`src/source/ls_pkg.sv`:
```
package ls_pkg;

    // data and instruction widths
    localparam int XLEN    = 64;
    localparam int INSTR_W = 32;

    // major opcodes, instruction bits 6..2
    localparam logic [4:0] OPC_LOAD  = 5'b00000;
    localparam logic [4:0] OPC_STORE = 5'b01000;

    // funct3 of loads
    typedef enum logic [2:0] {
        LB  = 3'b000,
        LH  = 3'b001,
        LW  = 3'b010,
        LD  = 3'b011,
        LBU = 3'b100,
        LHU = 3'b101,
        LWU = 3'b110
    } mem_op_e;

    // stores reuse the load encodings of the same size
    localparam mem_op_e SB = LB;
    localparam mem_op_e SH = LH;
    localparam mem_op_e SW = LW;
    localparam mem_op_e SD = LD;

    typedef enum logic [1:0] {
        KIND_NONE  = 2'd0,
        KIND_LOAD  = 2'd1,
        KIND_STORE = 2'd2
    } ls_kind_e;

    typedef enum logic [2:0] {
        IDLE      = 3'd0,
        RD_SETUP  = 3'd1,
        RD_ACCESS = 3'd2,
        WR_SETUP  = 3'd3,
        WR_ACCESS = 3'd4,
        DONE      = 3'd5
    } ls_state_e;

    typedef struct packed {
        ls_kind_e          kind;
        mem_op_e           op;
        logic [XLEN-1:0]   addr;
        logic [XLEN-1:0]   wdata;
        logic              misaligned;
    } ls_req_t;

    typedef struct packed {
        logic              psel;
        logic              penable;
        logic              pwrite;
        logic [XLEN-1:0]   paddr;
        logic [XLEN-1:0]   pwdata;
    } apb_req_t;

    typedef struct packed {
        logic [XLEN-1:0]   prdata;
        logic              pready;
    } apb_rsp_t;

    typedef struct packed {
        logic              valid;
        logic              error;
        logic [XLEN-1:0]   result;
    } ls_rsp_t;

endpackage

```
`src/source/ls_decode.sv`:
```
module ls_decode (
    input  logic [ls_pkg::INSTR_W-1:0] instr_i,
    input  logic [ls_pkg::XLEN-1:0]    addr_i,
    input  logic [ls_pkg::XLEN-1:0]    wdata_i,
    output ls_pkg::ls_req_t            req_o
);
    import ls_pkg::*;

    logic [4:0] opcode;
    logic [2:0] funct3;

    assign opcode = instr_i[6:2];
    assign funct3 = instr_i[14:12];

    always_comb begin
        req_o       = '0;
        req_o.kind  = KIND_NONE;
        req_o.op    = LB;
        req_o.addr  = addr_i;
        req_o.wdata = wdata_i;

        // funct3 111 is not a load, and stores only use 000..011
        if (opcode == OPC_LOAD && funct3 != 3'b111) begin
            req_o.kind = KIND_LOAD;
        end else if (opcode == OPC_STORE && !funct3[2]) begin
            req_o.kind = KIND_STORE;
        end

        if (req_o.kind != KIND_NONE) begin
            req_o.op = mem_op_e'(funct3);
            // access size sits in the low two funct3 bits
            case (funct3[1:0])
                2'b00:   req_o.misaligned = 1'b0;
                2'b01:   req_o.misaligned = addr_i[0];
                2'b10:   req_o.misaligned = |addr_i[1:0];
                default: req_o.misaligned = |addr_i[2:0];
            endcase
        end
    end

endmodule

```
`config.mk`:
```
export PLATFORM = sky130hd
export DESIGN_NAME = ls_decode
export DESIGN_NICKNAME = d
export VERILOG_FILES = /design/src/source/ls_pkg.sv /design/src/source/ls_decode.sv
export SDC_FILE = /design/constraint.sdc
export NUM_CORES = 1
export LEC_CHECK = 0
export BUFFER_PORTS_ARGS = -buffer_cell sky130_fd_sc_hd__buf_4
export CORE_AREA = 2 2 115 117
export DETAILED_ROUTE_END_ITERATION = 10
export DIE_AREA = 0 0 117 119
export GPL_TIMING_DRIVEN = 1
export PLACE_DENSITY = 0.51
export SYNTH_ARGS = -nofsm -noshare
export SYNTH_HDL_FRONTEND = slang
export SYNTH_SLANG_ARGS = --single-unit
```
`constraint.sdc`:
```
create_clock -name vclk -period 1.5
set_input_delay 0.3 -clock vclk [all_inputs]
set_output_delay 0.3 -clock vclk [all_outputs]
set_load 0.01 [all_outputs]
```
==> run metrics, run 1 <==
class of the worst hold path=primary input to output port; clock buffer count=0; GRT Total Usage=0.0305; number of nets in the layout=201; per-cell via count in the routed design=between 2 and 2.5; Final Cycle Share=1.09; fraction of final layout cells with drive strength greater than 1=0.744; share of synthesized area occupied by flip-flops and latches=0; number of nets with antenna violations after routing=0; per-instance average area after synthesis=7.52 µm²; minimum period implied by the final worst setup slack=1.63 ns; CP Buf/Inv Count=2; Remaining DRCs=0; Max rail drop VDD=between 0.01 and 0.015 mV; capture endpoint of the worst hold path=req_o[29]; result of the run=complete, but fails checks; syn nets=304; category of the critical setup timing path=primary input to output port; Total Die Area=13900 µm²; signed area change from the synthesized netlist to the final layout=-50.3%; list of cells traversed by the critical path=buf_6, or4_4, a311oi_2, buf_4; Worst Tran Pin Value=0.226 ns; Clock Power Share=0; Worst Setup SP=instr_i[4]; number of global-route vias before repair=476; power dissipated by switching net loads=a little over 0.00003 W; count of input and output buffers=20; final number of setup-violating endpoints=4; final worst setup slack=-0.135 ns; Rel. slew slack=0.848; Combinational Power Share=1.000; # diodes=0; element type at the critical path end=output port; post-synthesis cell count=roughly 140; overall via count from detail_route=441; hold path startpoint=wdata_i[28]; area used by sequential logic in the layout=0 µm²; upper clock frequency limit=612 MHz; yosys synthesis warning count=0; Chip Height=119 µm; leakage power of the design=around 0.16 nW; Netlist cell types=12; FF+latch count=0; switching share of power=0.438; violated checks=negative setup slack; cell at the slowest stage of the critical path=or4_4; max cap viols=0; Design Power=0.0000709 W; Setup TNS Final=-0.371 ns; final-report hold violation count=0; data required time of the worst path=around 1.2 ns; netlist area before placement=1080 µm²; global route overflow=0; pin count of the biggest net entering global routing=7; delay of the slowest critical-path stage=0.58 ns; dominant delay contributor by cell family on the critical path=simple AND/OR/NAND/NOR gates; Seq pwr share=0; total power divided by cell area=132 nW/µm²; Placeable Area=roughly 13000 µm²; worst hold path cell count=0; router iterations before antenna repair=2; routability congestion estimate=0.423; WL per Instance=12.2 µm; kind of start point of the critical path=primary input; wire length of the first global-routing pass=3010 µm; HPWL Detailed=approximately 2100 µm; number of max-slew violations in the final report=0; internal portion of total power=roughly 0.00004 W; x dimension of the die=117 µm; Worst Path Arrival=approximately 1.3 ns; Detailed Route WL=~2600 µm; top-level I/O count=294; initial detailed-routing violation count=4; setup repair after global routing missed its margin=yes; row count=42; highest net fanout along the worst path=4; initial antenna violation count=0; initial standard-cell utilization of the core=0.0842
## power by group through the flow
stage                     clock, W  sequential (W)  combinational, W
after global routing             0               0         0.0000779
after CTS                        0               0         0.0000653
after global placement           0               0         0.0000606
final                            0               0         0.0000709
after floorplan                  0               0          0.000366
after detailed placement         0               0         0.0000615
## cell type report
type / count / area (µm²)
Fill cell: 1533 / 12300
Tap cell: 176 / 220
Timing Repair Buffer: 23 / 180
Multi-Input combinational cell: 16 / 138
## routing by layer
layer  part of all wire  routed length [µm]  track usage
met1              0.092                 241      0.00247
met2               0.36                 941       0.0368
met3               0.32                 834       0.0382
met4               0.23                 605       0.0750
met5                  0                   0       0.0196
## cell families (layout without fill, tap and decap cells)
logic type,count (synthesis),after routing,share of synthesized area
buffers and inverters,128,23,0.887
and+or+nand+nor,10,10,0.0647
AOI/OAI and AO/OA,6,6,0.0485
## worst max-delay path by stage
| stage | end | slack [ns] | depth (start not counted) |
|---|---|---|---|
| floorplan | req_o[132] | 0.06 | 2 |
| global placement | req_o[132] | -0.16 | 4 |
| detailed placement | req_o[132] | -0.17 | 4 |
| CTS | req_o[132] | -0.15 | 4 |
| global route | req_o[132] | -0.18 | 4 |
| finish | req_o[132] | -0.13 | 4 |
## cell usage after synthesis
| cell type | count | area [µm²] |
|---|---|---|
| nand2b_1 | 1 | 6.26 |
| buf_4 | 128 | 961 |
| and3_1 | 2 | 12.5 |
| or4_4 | 1 | 11.3 |
| o21ai_0 | 3 | 15.0 |
| nor3b_2 | 1 | 12.5 |
| nor3_2 | 1 | 10.0 |
| nand2_1 | 3 | 11.3 |
| a221oi_2 | 1 | 15.0 |
| a311oi_2 | 1 | 15.0 |
| nor4_1 | 1 | 6.26 |
| a21o_1 | 1 | 7.51 |
## through the flow
| stage | worst slack, ns | hold slack [ns] | area, µm² | std cells | utilization |
|---|---|---|---|---|---|
| 2_1_floorplan | 0.0644 | 0.633 | 1080 | 144 | - |
| 3_3_place_gp | -0.160 | 0.600 | 500 | 213 | 0.0389 |
| 3_5_place_dp | -0.168 | 0.600 | 500 | 213 | 0.0389 |
| 4_1_cts | -0.147 | 0.600 | 515 | 214 | 0.0400 |
| 5_1_grt | -0.183 | 0.600 | 538 | 215 | 0.0418 |
| 6_report | -0.135 | 0.600 | 538 | 215 | 0.0418 |
## cells in the final DEF (no fill, tap or decap)
cell type	Yosys	layout
nor3_2	1	1
and3_1	2	2
nand2b_1	1	1
a221oi_2	1	1
or4_4	1	1
nand2_1	3	3
buf_6	0	2
a21o_1	1	1
buf_4	128	21
o21ai_0	3	3
nor4_4	0	1
nor3b_2	1	1
a311oi_2	1	1
## repair_timing
action / 4_1_cts / 5_1_grt
setup buffers: 1 / 1
hold buffers: 0 / 0
gates resized for setup: 2 / 2
endpoints found under the setup margin: 4 / 4
pin swaps: 3 / 0
endpoints found under the hold margin: 0 / 0
No activity file was read; power rests on OpenSTA's default activity.
==> run 2: changes to the inputs <==
ABC_AREA = 1   (was not set)
SLEW_MARGIN = 10   (was not set)
==> run metrics, run 2 <==
number of global-route vias before repair=457; element type at the critical path end=output port; number of nets in the layout=206; initial standard-cell utilization of the core=0.0842; pin count of the biggest net entering global routing=5; minimum period implied by the final worst setup slack=1.31 ns; area used by sequential logic in the layout=0 µm²; initial antenna violation count=0; share of synthesized area occupied by flip-flops and latches=0; leakage power of the design=about 0.16 nW; area share of the leading cell type in the synthesized netlist=0.887; leading cell type in the layout, fill and taps excluded=buf_4; Worst Path Arrival=1.01 ns; # diodes=0; class of the worst hold path=primary input to output port; netlist area before placement=1080 µm²; placed inst area=493 µm²; Commonest cells post-synth=128 x buf_4, 5 x inv_1, 4 x nand2_1, 4 x nor2_1, 3 x nor2_2; Setup TNS Final=0 ns; number of max-slew violations in the final report=0; number of nets with antenna violations after routing=0; top post-synthesis cells by area=buf_4 89%, nor2_4 2.1%, inv_1 1.7%, nor2_2 1.7%, nand2_1 1.4%; Post-CTS Setup Inserts=0; # placed instances=220; x dimension of the die=117 µm; setup repair after global routing missed its margin=no; highest net fanout along the worst path=3; GRT Total Usage=0.0327; most common cell in the netlist=buf_4; overall via count from detail_route=424; Final Cycle Share=0.875; fillers=1536; initial detailed-routing violation count=5; post-synthesis cell count=roughly 150; Total Die Area=13900 µm²; data required time of the worst path=1.20 ns; syn nets=around 310; FF+latch count=0; top-level I/O count=294; cell area after layout=493 µm²; router iterations before antenna repair=3; row count=between 40 and 50; Remaining DRCs=0; clock buffer count=0; Placeable Area=around 13000 µm²; fraction of final layout cells with drive strength greater than 1=0.591; result of the run=finished, final reports clean; filler-free cell count of the finished design=220; global route overflow=0; cell taking the most area after synthesis=buf_4; yosys synthesis warning count=0; max cap viols=0; Max rail drop VDD=0.0189 mV; wire length of the first global-routing pass=3230 µm; per-instance average area after synthesis=7.13 µm²; count of input and output buffers=20; Util after Layout=0.0383; upper clock frequency limit=approximately 760 MHz; total power divided by cell area=122 nW/µm²; Detailed Route WL=roughly 2700 µm; Rel. slew slack=0.900; commonest cells after routing, fill and taps aside=20 x buf_4, 5 x inv_1, 4 x nand2_1, 4 x nor2_1, 3 x nor2_2; signed area change from the synthesized netlist to the final layout=-54.5%; final number of setup-violating endpoints=0; number of hold buffers added after cts=0; Chip Height=about 120 µm; WL per Instance=12.5 µm; Worst Tran Pin Value=0.149 ns; Netlist cell types=11; per-cell via count in the routed design=1.93; final-report hold violation count=0; routability congestion estimate=a little under 0.6; quantity of gates resized following cts=0; kind of start point of the critical path=primary input; category of the critical setup timing path=primary input to output port
-- run 2: final timing paths --
kind | slack [ns] | to | startpoint | cells past startpoint
worst max-delay path | 0.19 | req_o[130] | instr_i[6] | 7
worst min-delay path | 0.60 | req_o[111] | addr_i[46] | 0
-- run 2: layout make-up --
type                            instances  area [µm²]  share of cell area
Timing Repair Buffer                   20         150               0.305
Inverter                                5        18.8              0.0381
Tap cell                              176         220               0.447
Multi-Input combinational cell         19         104               0.211
-- run 2: routing by layer --
layer | track usage | vias to the layer above | wire length (µm)
met5 | 0 | - | 0
met4 | 0.0735 | 0 | 575
met3 | 0.0489 | 76 | 974
met2 | 0.0303 | 114 | 824
met1 | 0.0105 | 119 | 374
li1 | - | 115 | -
-- run 2: worst max-delay path, stage by stage --
cell,delay [ns]
buf_4,0.11
nor2_2,0.11
nand2_1,0.09
nor2_4,0.12
nor2_2,0.06
nor2_1,0.09
buf_4,0.13
-- run 2: through the flow --
step                hold slack, ns  setup slack [ns]  total power [W]
finish                       0.600             0.188        0.0000600
global route                 0.600             0.107        0.0000667
CTS                          0.600             0.162        0.0000613
detailed placement           0.600             0.165        0.0000612
global placement             0.600             0.177        0.0000596
floorplan                    0.687             0.338         0.000369
-- run 2: logic make-up after synthesis --
kind of cell / count (synthesis) / share of synthesized area
buffers and inverters: 133 / 0.904
AO/OA/AOI/OAI: 2 / 0.00924
AND/OR/NAND/NOR: 17 / 0.0866
-- run 2: report_power, final --
group          leakage [nW]  total [W]  switching (W)  internal [W]
sequential                0          0              0             0
combinational         0.158  0.0000600      0.0000273     0.0000327
clock                     0          0              0             0
