[src/source/ls_pkg.sv]
package ls_pkg;

    // data and instruction widths
    localparam int XLEN    = 64;
    localparam int INSTR_W = 32;

    // major opcodes, instruction bits 6..2
    localparam logic [4:0] OPC_LOAD  = 5'b00000;
    localparam logic [4:0] OPC_STORE = 5'b01000;

    // funct3 of loads
    typedef enum logic [2:0] {
        LB  = 3'b000,
        LH  = 3'b001,
        LW  = 3'b010,
        LD  = 3'b011,
        LBU = 3'b100,
        LHU = 3'b101,
        LWU = 3'b110
    } mem_op_e;

    // stores reuse the load encodings of the same size
    localparam mem_op_e SB = LB;
    localparam mem_op_e SH = LH;
    localparam mem_op_e SW = LW;
    localparam mem_op_e SD = LD;

    typedef enum logic [1:0] {
        KIND_NONE  = 2'd0,
        KIND_LOAD  = 2'd1,
        KIND_STORE = 2'd2
    } ls_kind_e;

    typedef enum logic [2:0] {
        IDLE      = 3'd0,
        RD_SETUP  = 3'd1,
        RD_ACCESS = 3'd2,
        WR_SETUP  = 3'd3,
        WR_ACCESS = 3'd4,
        DONE      = 3'd5
    } ls_state_e;

    typedef struct packed {
        ls_kind_e          kind;
        mem_op_e           op;
        logic [XLEN-1:0]   addr;
        logic [XLEN-1:0]   wdata;
        logic              misaligned;
    } ls_req_t;

    typedef struct packed {
        logic              psel;
        logic              penable;
        logic              pwrite;
        logic [XLEN-1:0]   paddr;
        logic [XLEN-1:0]   pwdata;
    } apb_req_t;

    typedef struct packed {
        logic [XLEN-1:0]   prdata;
        logic              pready;
    } apb_rsp_t;

    typedef struct packed {
        logic              valid;
        logic              error;
        logic [XLEN-1:0]   result;
    } ls_rsp_t;

endpackage

[src/source/ls_lane.sv]
module ls_lane (
    input  ls_pkg::mem_op_e          op_i,
    input  logic [2:0]               offset_i,
    input  logic [ls_pkg::XLEN-1:0]  rdata_i,
    input  logic [ls_pkg::XLEN-1:0]  wdata_i,
    output logic [ls_pkg::XLEN-1:0]  load_o,
    output logic [ls_pkg::XLEN-1:0]  merge_o
);
    import ls_pkg::*;

    logic [5:0]      shamt;
    logic [XLEN-1:0] rsh;
    logic [XLEN-1:0] wsh;
    logic [7:0]      size_mask;
    logic [7:0]      byte_en;
    logic [XLEN-1:0] bit_mask;

    // byte offset as a bit shift
    assign shamt = {offset_i, 3'b000};

    // addressed lane moved down to bit 0
    assign rsh = rdata_i >> shamt;

    always_comb begin
        case (op_i)
            LB:      load_o = {{(XLEN-8){rsh[7]}}, rsh[7:0]};
            LH:      load_o = {{(XLEN-16){rsh[15]}}, rsh[15:0]};
            LW:      load_o = {{(XLEN-32){rsh[31]}}, rsh[31:0]};
            LBU:     load_o = {{(XLEN-8){1'b0}}, rsh[7:0]};
            LHU:     load_o = {{(XLEN-16){1'b0}}, rsh[15:0]};
            LWU:     load_o = {{(XLEN-32){1'b0}}, rsh[31:0]};
            default: load_o = rdata_i;
        endcase
    end

    // store size, SB/SH/SW/SD share the low funct3 bits with loads
    always_comb begin
        case (op_i[1:0])
            2'b00:   size_mask = 8'h01;
            2'b01:   size_mask = 8'h03;
            2'b10:   size_mask = 8'h0f;
            default: size_mask = 8'hff;
        endcase
    end

    // aligned accesses never shift enables past byte 7
    assign byte_en = size_mask << offset_i;

    always_comb begin
        for (int i = 0; i < 8; i++) begin
            bit_mask[8*i +: 8] = {8{byte_en[i]}};
        end
    end

    // store data moved up to the addressed lane
    assign wsh = wdata_i << shamt;

    // untouched bytes keep the old doubleword
    assign merge_o = (rdata_i & ~bit_mask) | (wsh & bit_mask);

endmodule

[src/source/ls_apb_master.sv]
module ls_apb_master (
    input  logic              clk,
    input  logic              rst_i,
    input  logic              req_valid_i,
    output logic              req_ready_o,
    input  ls_pkg::ls_req_t   req_i,
    output ls_pkg::apb_req_t  apb_o,
    input  ls_pkg::apb_rsp_t  apb_i,
    output ls_pkg::ls_rsp_t   rsp_o
);
    import ls_pkg::*;

    ls_state_e       state_q;
    ls_state_e       state_d;
    ls_req_t         req_q;
    logic [XLEN-1:0] rdata_q;
    logic [XLEN-1:0] load_val;
    logic [XLEN-1:0] merge_val;
    logic            accept;
    logic            is_load;

    assign req_ready_o = (state_q == IDLE);
    assign accept      = req_valid_i && req_ready_o;
    assign is_load     = (req_q.kind == KIND_LOAD) && !req_q.misaligned;

    always_comb begin
        state_d = state_q;
        case (state_q)
            IDLE: begin
                if (accept) begin
                    if (req_i.misaligned || req_i.kind == KIND_NONE) begin
                        state_d = DONE;
                    end else if (req_i.kind == KIND_STORE && req_i.op == SD) begin
                        // full doubleword, no old data needed
                        state_d = WR_SETUP;
                    end else begin
                        state_d = RD_SETUP;
                    end
                end
            end
            RD_SETUP:  state_d = RD_ACCESS;
            RD_ACCESS: begin
                if (apb_i.pready) begin
                    // partial stores go on to the merged write
                    state_d = (req_q.kind == KIND_STORE) ? WR_SETUP : DONE;
                end
            end
            WR_SETUP:  state_d = WR_ACCESS;
            WR_ACCESS: begin
                if (apb_i.pready) begin
                    state_d = DONE;
                end
            end
            default:   state_d = IDLE;
        endcase
    end

    always_ff @(posedge clk) begin
        if (rst_i) begin
            state_q <= IDLE;
        end else begin
            state_q <= state_d;
        end
    end

    always_ff @(posedge clk) begin
        if (accept) begin
            req_q <= req_i;
        end
        // old doubleword, captured at the end of the read
        if (state_q == RD_ACCESS && apb_i.pready) begin
            rdata_q <= apb_i.prdata;
        end
    end

    ls_lane u_lane (
        .op_i     (req_q.op),
        .offset_i (req_q.addr[2:0]),
        .rdata_i  (rdata_q),
        .wdata_i  (req_q.wdata),
        .load_o   (load_val),
        .merge_o  (merge_val)
    );

    always_comb begin
        apb_o.psel    = (state_q == RD_SETUP) || (state_q == RD_ACCESS) ||
                        (state_q == WR_SETUP) || (state_q == WR_ACCESS);
        apb_o.penable = (state_q == RD_ACCESS) || (state_q == WR_ACCESS);
        apb_o.pwrite  = (state_q == WR_SETUP) || (state_q == WR_ACCESS);
        // memory is doubleword organized
        apb_o.paddr   = {req_q.addr[XLEN-1:3], 3'b000};
        apb_o.pwdata  = merge_val;
    end

    always_comb begin
        rsp_o.valid  = (state_q == DONE);
        rsp_o.error  = rsp_o.valid && req_q.misaligned;
        rsp_o.result = (rsp_o.valid && is_load) ? load_val : '0;
    end

endmodule

[config.mk]
export PLATFORM = sky130hd
export DESIGN_NAME = ls_apb_master
export DESIGN_NICKNAME = d
export VERILOG_FILES = /design/src/source/ls_pkg.sv /design/src/source/ls_lane.sv /design/src/source/ls_apb_master.sv
export SDC_FILE = /design/constraint.sdc
export NUM_CORES = 1
export LEC_CHECK = 0
export ABC_AREA = 1
export BUFFER_PORTS_ARGS = -buffer_cell sky130_fd_sc_hd__buf_2
export CAP_MARGIN = 10
export CELL_PAD_IN_SITES_DETAIL_PLACEMENT = 1
export CELL_PAD_IN_SITES_GLOBAL_PLACEMENT = 2
export CORE_MARGIN = 10
export CORE_UTILIZATION = 29
export CTS_CLUSTER_DIAMETER = 80
export DETAILED_ROUTE_END_ITERATION = 8
export PLACE_DENSITY_LB_ADDON = 0.1
export SETUP_SLACK_MARGIN = 0.05
export SLEW_MARGIN = 20
export SYNTH_ARGS = -nofsm -noshare
export SYNTH_HDL_FRONTEND = slang
export SYNTH_SLANG_ARGS = --single-unit
export TNS_END_PERCENT = 30
[constraint.sdc]
create_clock -name clk -period 8.9 [get_ports clk]
set_input_delay 0.445 -clock clk [delete_from_list [all_inputs] [get_ports clk]]
set_output_delay 0.445 -clock clk [all_outputs]
set_load 0.02 [all_outputs]
==> out/metrics.yaml, run 1 <==
global_routing:
  grt_pass1_wl_mm: 79.92
  antenna_found_initial: 14
  grt_pass1_vias: 11680
  grtUsageTotal: 0.2303
  grt.overflow.total: 0
  grt_max_degree: 63
die:
  die_x_microns: 216.4
  die_h_microns: 216.4
  die_area_sq_um: 46810
  initial_core_util: 0.2954
  rows: 71
  coreArea_sq_um: 37840
  io_pins: 400
detailed_routing:
  routedWlPerCell_microns: 25.72
  routed-via-count: 10650
  dr.pass1.iters: 5
  via_per_inst: 4.954
  drt_iter0_drc: 763
  remaining_drc_errors: 0
  detail-route-antenna-nets: 0
  drt-total-wl_mm: 55.28
critical_path:
  slowest_stage: "buf_4"
  cp_common_cell: "nand2_1"
  critical_path_depth: 14
  critical_path_buf_inv_count: 5
  reg2reg_depth: 5
  cp_max_fo: 62
  rrSetupSlack_ns: 6.13
  crit_chain: "buf_4 > inv_2 > nand2_2 > inv_2 > nand2_1 > nand2_1 > nor2_1 > nand2_1 > nand2_1 > nand3_1 > nand2_1 > buf_4 > nor2_1 > buf_2"
  cp.arrival_ns: 4.69
  critical_path_class: "reg2out"
  crit_path_start: "req_q[66]"
  r2r_start: "state_q[0]"
  cp_top_family: "simple AND/OR/NAND/NOR gates"
  critPathLaunchType: "register"
  cp-end-kind: "output port"
  cp.required_ns: 8.46
  slowest_delay_ns: 0.57
clocking:
  post-cts-setup-buffers: 0
  clk_latency_ns: 0.57
  cts_buffers: 26
  htreeDepth: 1
  cts_tree: "built"
  cts_resized: 0
  clk_pin_slew_worst_paths_ns: 0.06
  root_buffer: "clkbuf_16"
  cts_buffer_depth: 3
  clkSinkCount: 201
  cts_hold_buf: 0
pwr:
  p_total_uw: 4308
  p_leak_uw: 0.006421
  ir_drop_mv: 0.1919
  p_per_area_nw_per_um2: 306.7
worst_hold_path:
  hold_path_class: "in2reg"
  hold_start: "req_i[128]"
  hold_depth: 1
layout:
  area_delta_synth_final_pct: 25.63
  fin_area_sq_um: 14050
  drive_above_1_share: 0.3004
  num-fill-cells: 4600
  instances_no_fill: 2149
  nets: 1814
sta:
  whs_ns: 0.04763
  final_max_slew_viol_count: 0
  fin_crit_ns: 5.132
  relSlewSlack: 0.4330
  setup_viol: 0
  fin_crit_sh: 0.5766
  hold_viol: 0
  timing.fmax_mhz: 194.9
  rsz0062_at_grt: "no"
  finalClockSkew_ns: 0.01645
  tightest_slew_ns: 0.8416
  tns_ns: 0
logic_synthesis:
  yosysWarnings: 0
  synthArstFlopShare: 0
  synth_ff_type: "edfxtp_1"
  yosysTopAreaCellShare: 0.5318
  synth_seq_cells: 201
  ys_top_cells_by_area: "edfxtp_1 53%, nand2_1 12%, o21ai_0 8.1%"
  synth_edf_count: 198
  synth_seq_area_share: 0.5372
  netlist_area_sq_um: 11180
  synthDistinctLibCells: 33
  yosys.area.top_type: "edfxtp_1"
  postSynthCellCount: 1306
  avgSynthCellArea_sq_um: 8.561
flow_run:
  drv_cap: 0
placement:
  post_dp_cell_area_sq_um: 13130
  dp_hpwl_mm: 44.15
  dp_cells: 2093
  gp_congestion: 0.9118
  io_buffers: 396
outcome:
  run_status: "complete, no violations"
## Yosys cell counts (2+ instances only)
cell,instances
nand2_1,359
edfxtp_1,198
o21ai_0,181
nor2_1,115
inv_1,91
nand3_1,70
buf_4,69
a21oi_1,43
clkbuf_1,32
buf_2,29
a22oi_1,18
or2_2,17
o211ai_1,15
a31oi_1,12
o22ai_1,11
buf_1,7
mux2_2,6
inv_2,5
o21ai_1,5
dfxtp_1,3
mux2i_1,3
nand4_1,3
a32oi_1,2
nor2_2,2
nor3_1,2
## area by class of cell
class / instances / area [sq um] / area share
Antenna cell: 7 / 17.52 / 0.001247
Clock buffer: 32 / 673.1 / 0.04792
Clock inverter: 15 / 188.9 / 0.01345
Inverter: 96 / 360.3 / 0.02565
Multi-Input combinational cell: 873 / 4019 / 0.2861
Sequential cell: 201 / 6006 / 0.4276
Tap cell: 511 / 639.4 / 0.04552
Timing Repair Buffer: 414 / 2142 / 0.1525
## layer usage
layer,global-route usage,part of all wire,vias up
met5,0,0.0013,-
met4,0.07108,0.032,12
met3,0.07618,0.089,96
met2,0.3812,0.47,414
met1,0.2782,0.41,5144
li1,-,-,4980
## stage by stage
step           utilization  setup WS (ns)
2_1_floorplan            -          2.128
6_report            0.3712          3.768
3_5_place_dp        0.3469          4.381
5_1_grt             0.3708          3.315
3_3_place_gp        0.3469          4.504
4_1_cts             0.3696          3.755
## sequential cells by signal, summed over array words and instances (netlist names)
register	count
apb_o	61
rdata_q	64
req_q	73
state_q	3
## report_power, final
group	internal [uW]	switching (uW)	total (uW)
logic	479	1370	1840
clock network	630	433	1060
registers	1290	107	1400
total	2400	1900	4310
## worst paths after layout
kind	end
worst max-delay path	rsp_o[52]
worst min-delay path	apb_o[127]
worst max register to register	req_q[17]
worst min register to register	state_q[2]
## kinds of logic (layout without fill, tap and decap cells)
logic type | after synthesis | in the layout | share of synthesized area
buf+inv | 234 | 557 | 0.1056
flops | 201 | 201 | 0.5372
mux | 9 | 9 | 0.008728
compound gates | 290 | 290 | 0.1417
other cells | 1 | 10 | 0.0003354
simple gates | 571 | 571 | 0.2065
## layout by cell type (no fill, tap or decap), types with 4 or more instances in the layout
cell type and count:
o21ai_0 181, o211ai_1 15, clkbuf_16 26, or2_2 17, diode_2 7, inv_1 90
a22oi_1 18, nand3_1 70, o21ai_1 5, nor2_1 112, inv_2 6, buf_4 16
nand2_1 359, clkbuf_1 6, mux2_2 6, buf_2 396, o22ai_1 11, a31oi_1 12
edfxtp_1 198, clkinv_2 4, a21oi_1 43
Power figures use the tool's default switching activity.
==> run 2: changes to the inputs <==
Settings changed: CORE_UTILIZATION 29 to 26.
Clock period 8.9 ns to 4.1 ns, I/O delays scaled along.
==> run 2 against run 1 <==
Effect of this change:
- cell count up 10%
- design area up 14%
- wire length up 7.6%
- sequential power up 120%
- largest power group unchanged
- highest routed layer is now met4
==> out/metrics.yaml, run 2 (synthesis gave the netlist of run 1 again) <==
sta:
  fin_crit_sh: 0.9157
  fin_crit_ns: 3.754
  setup_viol: 0
  hold_viol: 0
  timing.fmax_mhz: 266.4
  final_max_slew_viol_count: 0
  relSlewSlack: 0.2836
  tightest_slew_ns: 1.075
  tns_ns: 0
  finalClockSkew_ns: 0.02542
  rsz0062_at_grt: "yes"
pwr:
  p_leak_uw: 0.007255
  pwr-share-seq: 0.323
  ir_drop_mv: 0.3537
  switching_share: 0.4417
  internal_power_uw: 5277
  pwr-share-clk: 0.232
  combPwrFrac: 0.445
  p_sw_uw: 4175
  p_per_area_nw_per_um2: 589.1
placement:
  io_buffers: 396
  post_dp_cell_area_sq_um: 13220
  gp_congestion: 0.9071
  dp_hpwl_mm: 45.24
critical_path:
  reg2reg_depth: 4
  crit_path_start: "req_q[66]"
  cp-end-kind: "output port"
  r2r_start: "state_q[0]"
  rr_endpoint: "apb_o[127]"
  cp.arrival_ns: 3.55
  cp_max_fo: 79
  rrSetupSlack_ns: 2.02
  critPathLaunchType: "register"
  critical_path_class: "reg2out"
  cp.required_ns: 3.89
layout:
  area_delta_synth_final_pct: 43.50
  nets: 2019
  drive_above_1_share: 0.2686
  largest_reg_flops: 73
  final_cell_mix: "396 x buf_2, 358 x nand2_1, 200 x dlygate4sd3_1"
  layout_commonest_cell: "buf_2"
  fin_area_sq_um: 16040
  largest_register: "req_q"
detailed_routing:
  routed-via-count: 11310
  drt-total-wl_mm: 59.45
  detail-route-antenna-nets: 0
  drt_iter0_drc: 722
  via_per_inst: 4.765
  routedWlPerCell_microns: 25.05
  remaining_drc_errors: 0
  dr.pass1.iters: 4
global_routing:
  grtUsageTotal: 0.2261
  antenna_found_initial: 4
  grt_pass1_vias: 12530
  grt_pass1_wl_mm: 85.53
  grt_max_degree: 132
  grt.overflow.total: 0
flow_run:
  drv_cap: 0
die:
  die_x_microns: 227.4
  die_area_sq_um: 51700
  io_pins: 400
  die_h_microns: 227.4
  rows: 75
  initial_core_util: 0.2648
  coreArea_sq_um: 42230
clocking:
  post-cts-setup-buffers: 0
  clk_latency_ns: 0.57
  cts_buffers: 26
  cts_buffer_depth: 3
  root_buffer: "clkbuf_16"
  clk_pin_slew_worst_paths_ns: 0.06
  htreeDepth: 1
  cts_tree: "built"
  clkSinkCount: 201
worst_hold_path:
  hold_path_class: "in2reg"
  holdPathEnd: "req_q[0]"
  hold_depth: 3
  hold_start: "req_valid_i"
outcome:
  run_status: "complete, no violations"
==> run 2: cell types whose count changed in the layout (fill, tap and decap cells not counted), moves of 2 or more <==
cell and delta:
buf_4 +6, clkbuf_1 -4, diode_2 -5, inv_6 +2, clkinv_1 +3, dlygate4sd3_1 +200, inv_8 -2
==> run 2: metrics by stage <==
stage	instances	util	power [uW]	hold WS [ns]	worst slack, ns
after floorplan	1308	-	5663	0.2741	0.1900
after global placement	2128	0.3132	7129	0.3812	1.039
after detailed placement	2128	0.3132	7143	0.3833	0.9298
after CTS	2371	0.3798	9535	0.05696	0.3160
after global routing	2372	0.3799	10030	0.09594	0.04600
final	2373	0.3799	9452	0.09064	0.3457
==> run 2: power groups by stage <==
stage	Combinational (uW)	Clock [uW]	Sequential (uW)
floorplan	2670	0	2990
global placement	4060	0	3070
detailed placement	4070	0	3080
CTS	4230	2260	3040
global route	4590	2350	3100
finish	4200	2190	3050
==> run 2: how the worst max path moves through the flow <==
stage	end	slack (ns)	cells after the start
4_1_cts	rsp_o[5]	0.32	10
2_1_floorplan	rdata_q[0]	0.19	3
6_report	apb_o[53]	0.35	9
3_3_place_gp	rsp_o[5]	1.04	10
3_5_place_dp	rsp_o[5]	0.93	10
5_1_grt	apb_o[48]	0.05	9
==> run 2: area by class of cell <==
cell class / count / area [sq um]
antenna: 2 / 5.005
clock buffer: 28 / 658.1
clock inverter: 15 / 152.6
fill: 5011 / 26180
inverter: 96 / 360.3
multi-input combinational: 873 / 4019
sequential: 201 / 6006
tap: 539 / 674.4
timing repair buffer: 619 / 4169
==> run 2: per-layer routing <==
metal,up-vias,share of wire,global-route usage
met1,5530,0.41,0.2692
met4,0,0.020,0.04600
met3,57,0.075,0.06640
met5,-,0,0
li1,5370,-,-
met2,351,0.50,0.3964
==> run 2: repair_timing <==
item	in CTS	in global routing
hold buffers	200	0
endpoints found under the hold margin	201	0
setup endpoints to repair	0	2
gates resized for setup	0	1
==> run 2: worst max-delay path, cell delays in order (launching register included) <==
cell and delay, ns:
edfxtp_1 0.40, inv_2 0.16, buf_4 0.69, nor2_2 0.26
inv_2 0.27, nand2_1 0.08, o21ai_1 0.26, inv_1 0.30
o21ai_0 0.30, buf_2 0.22
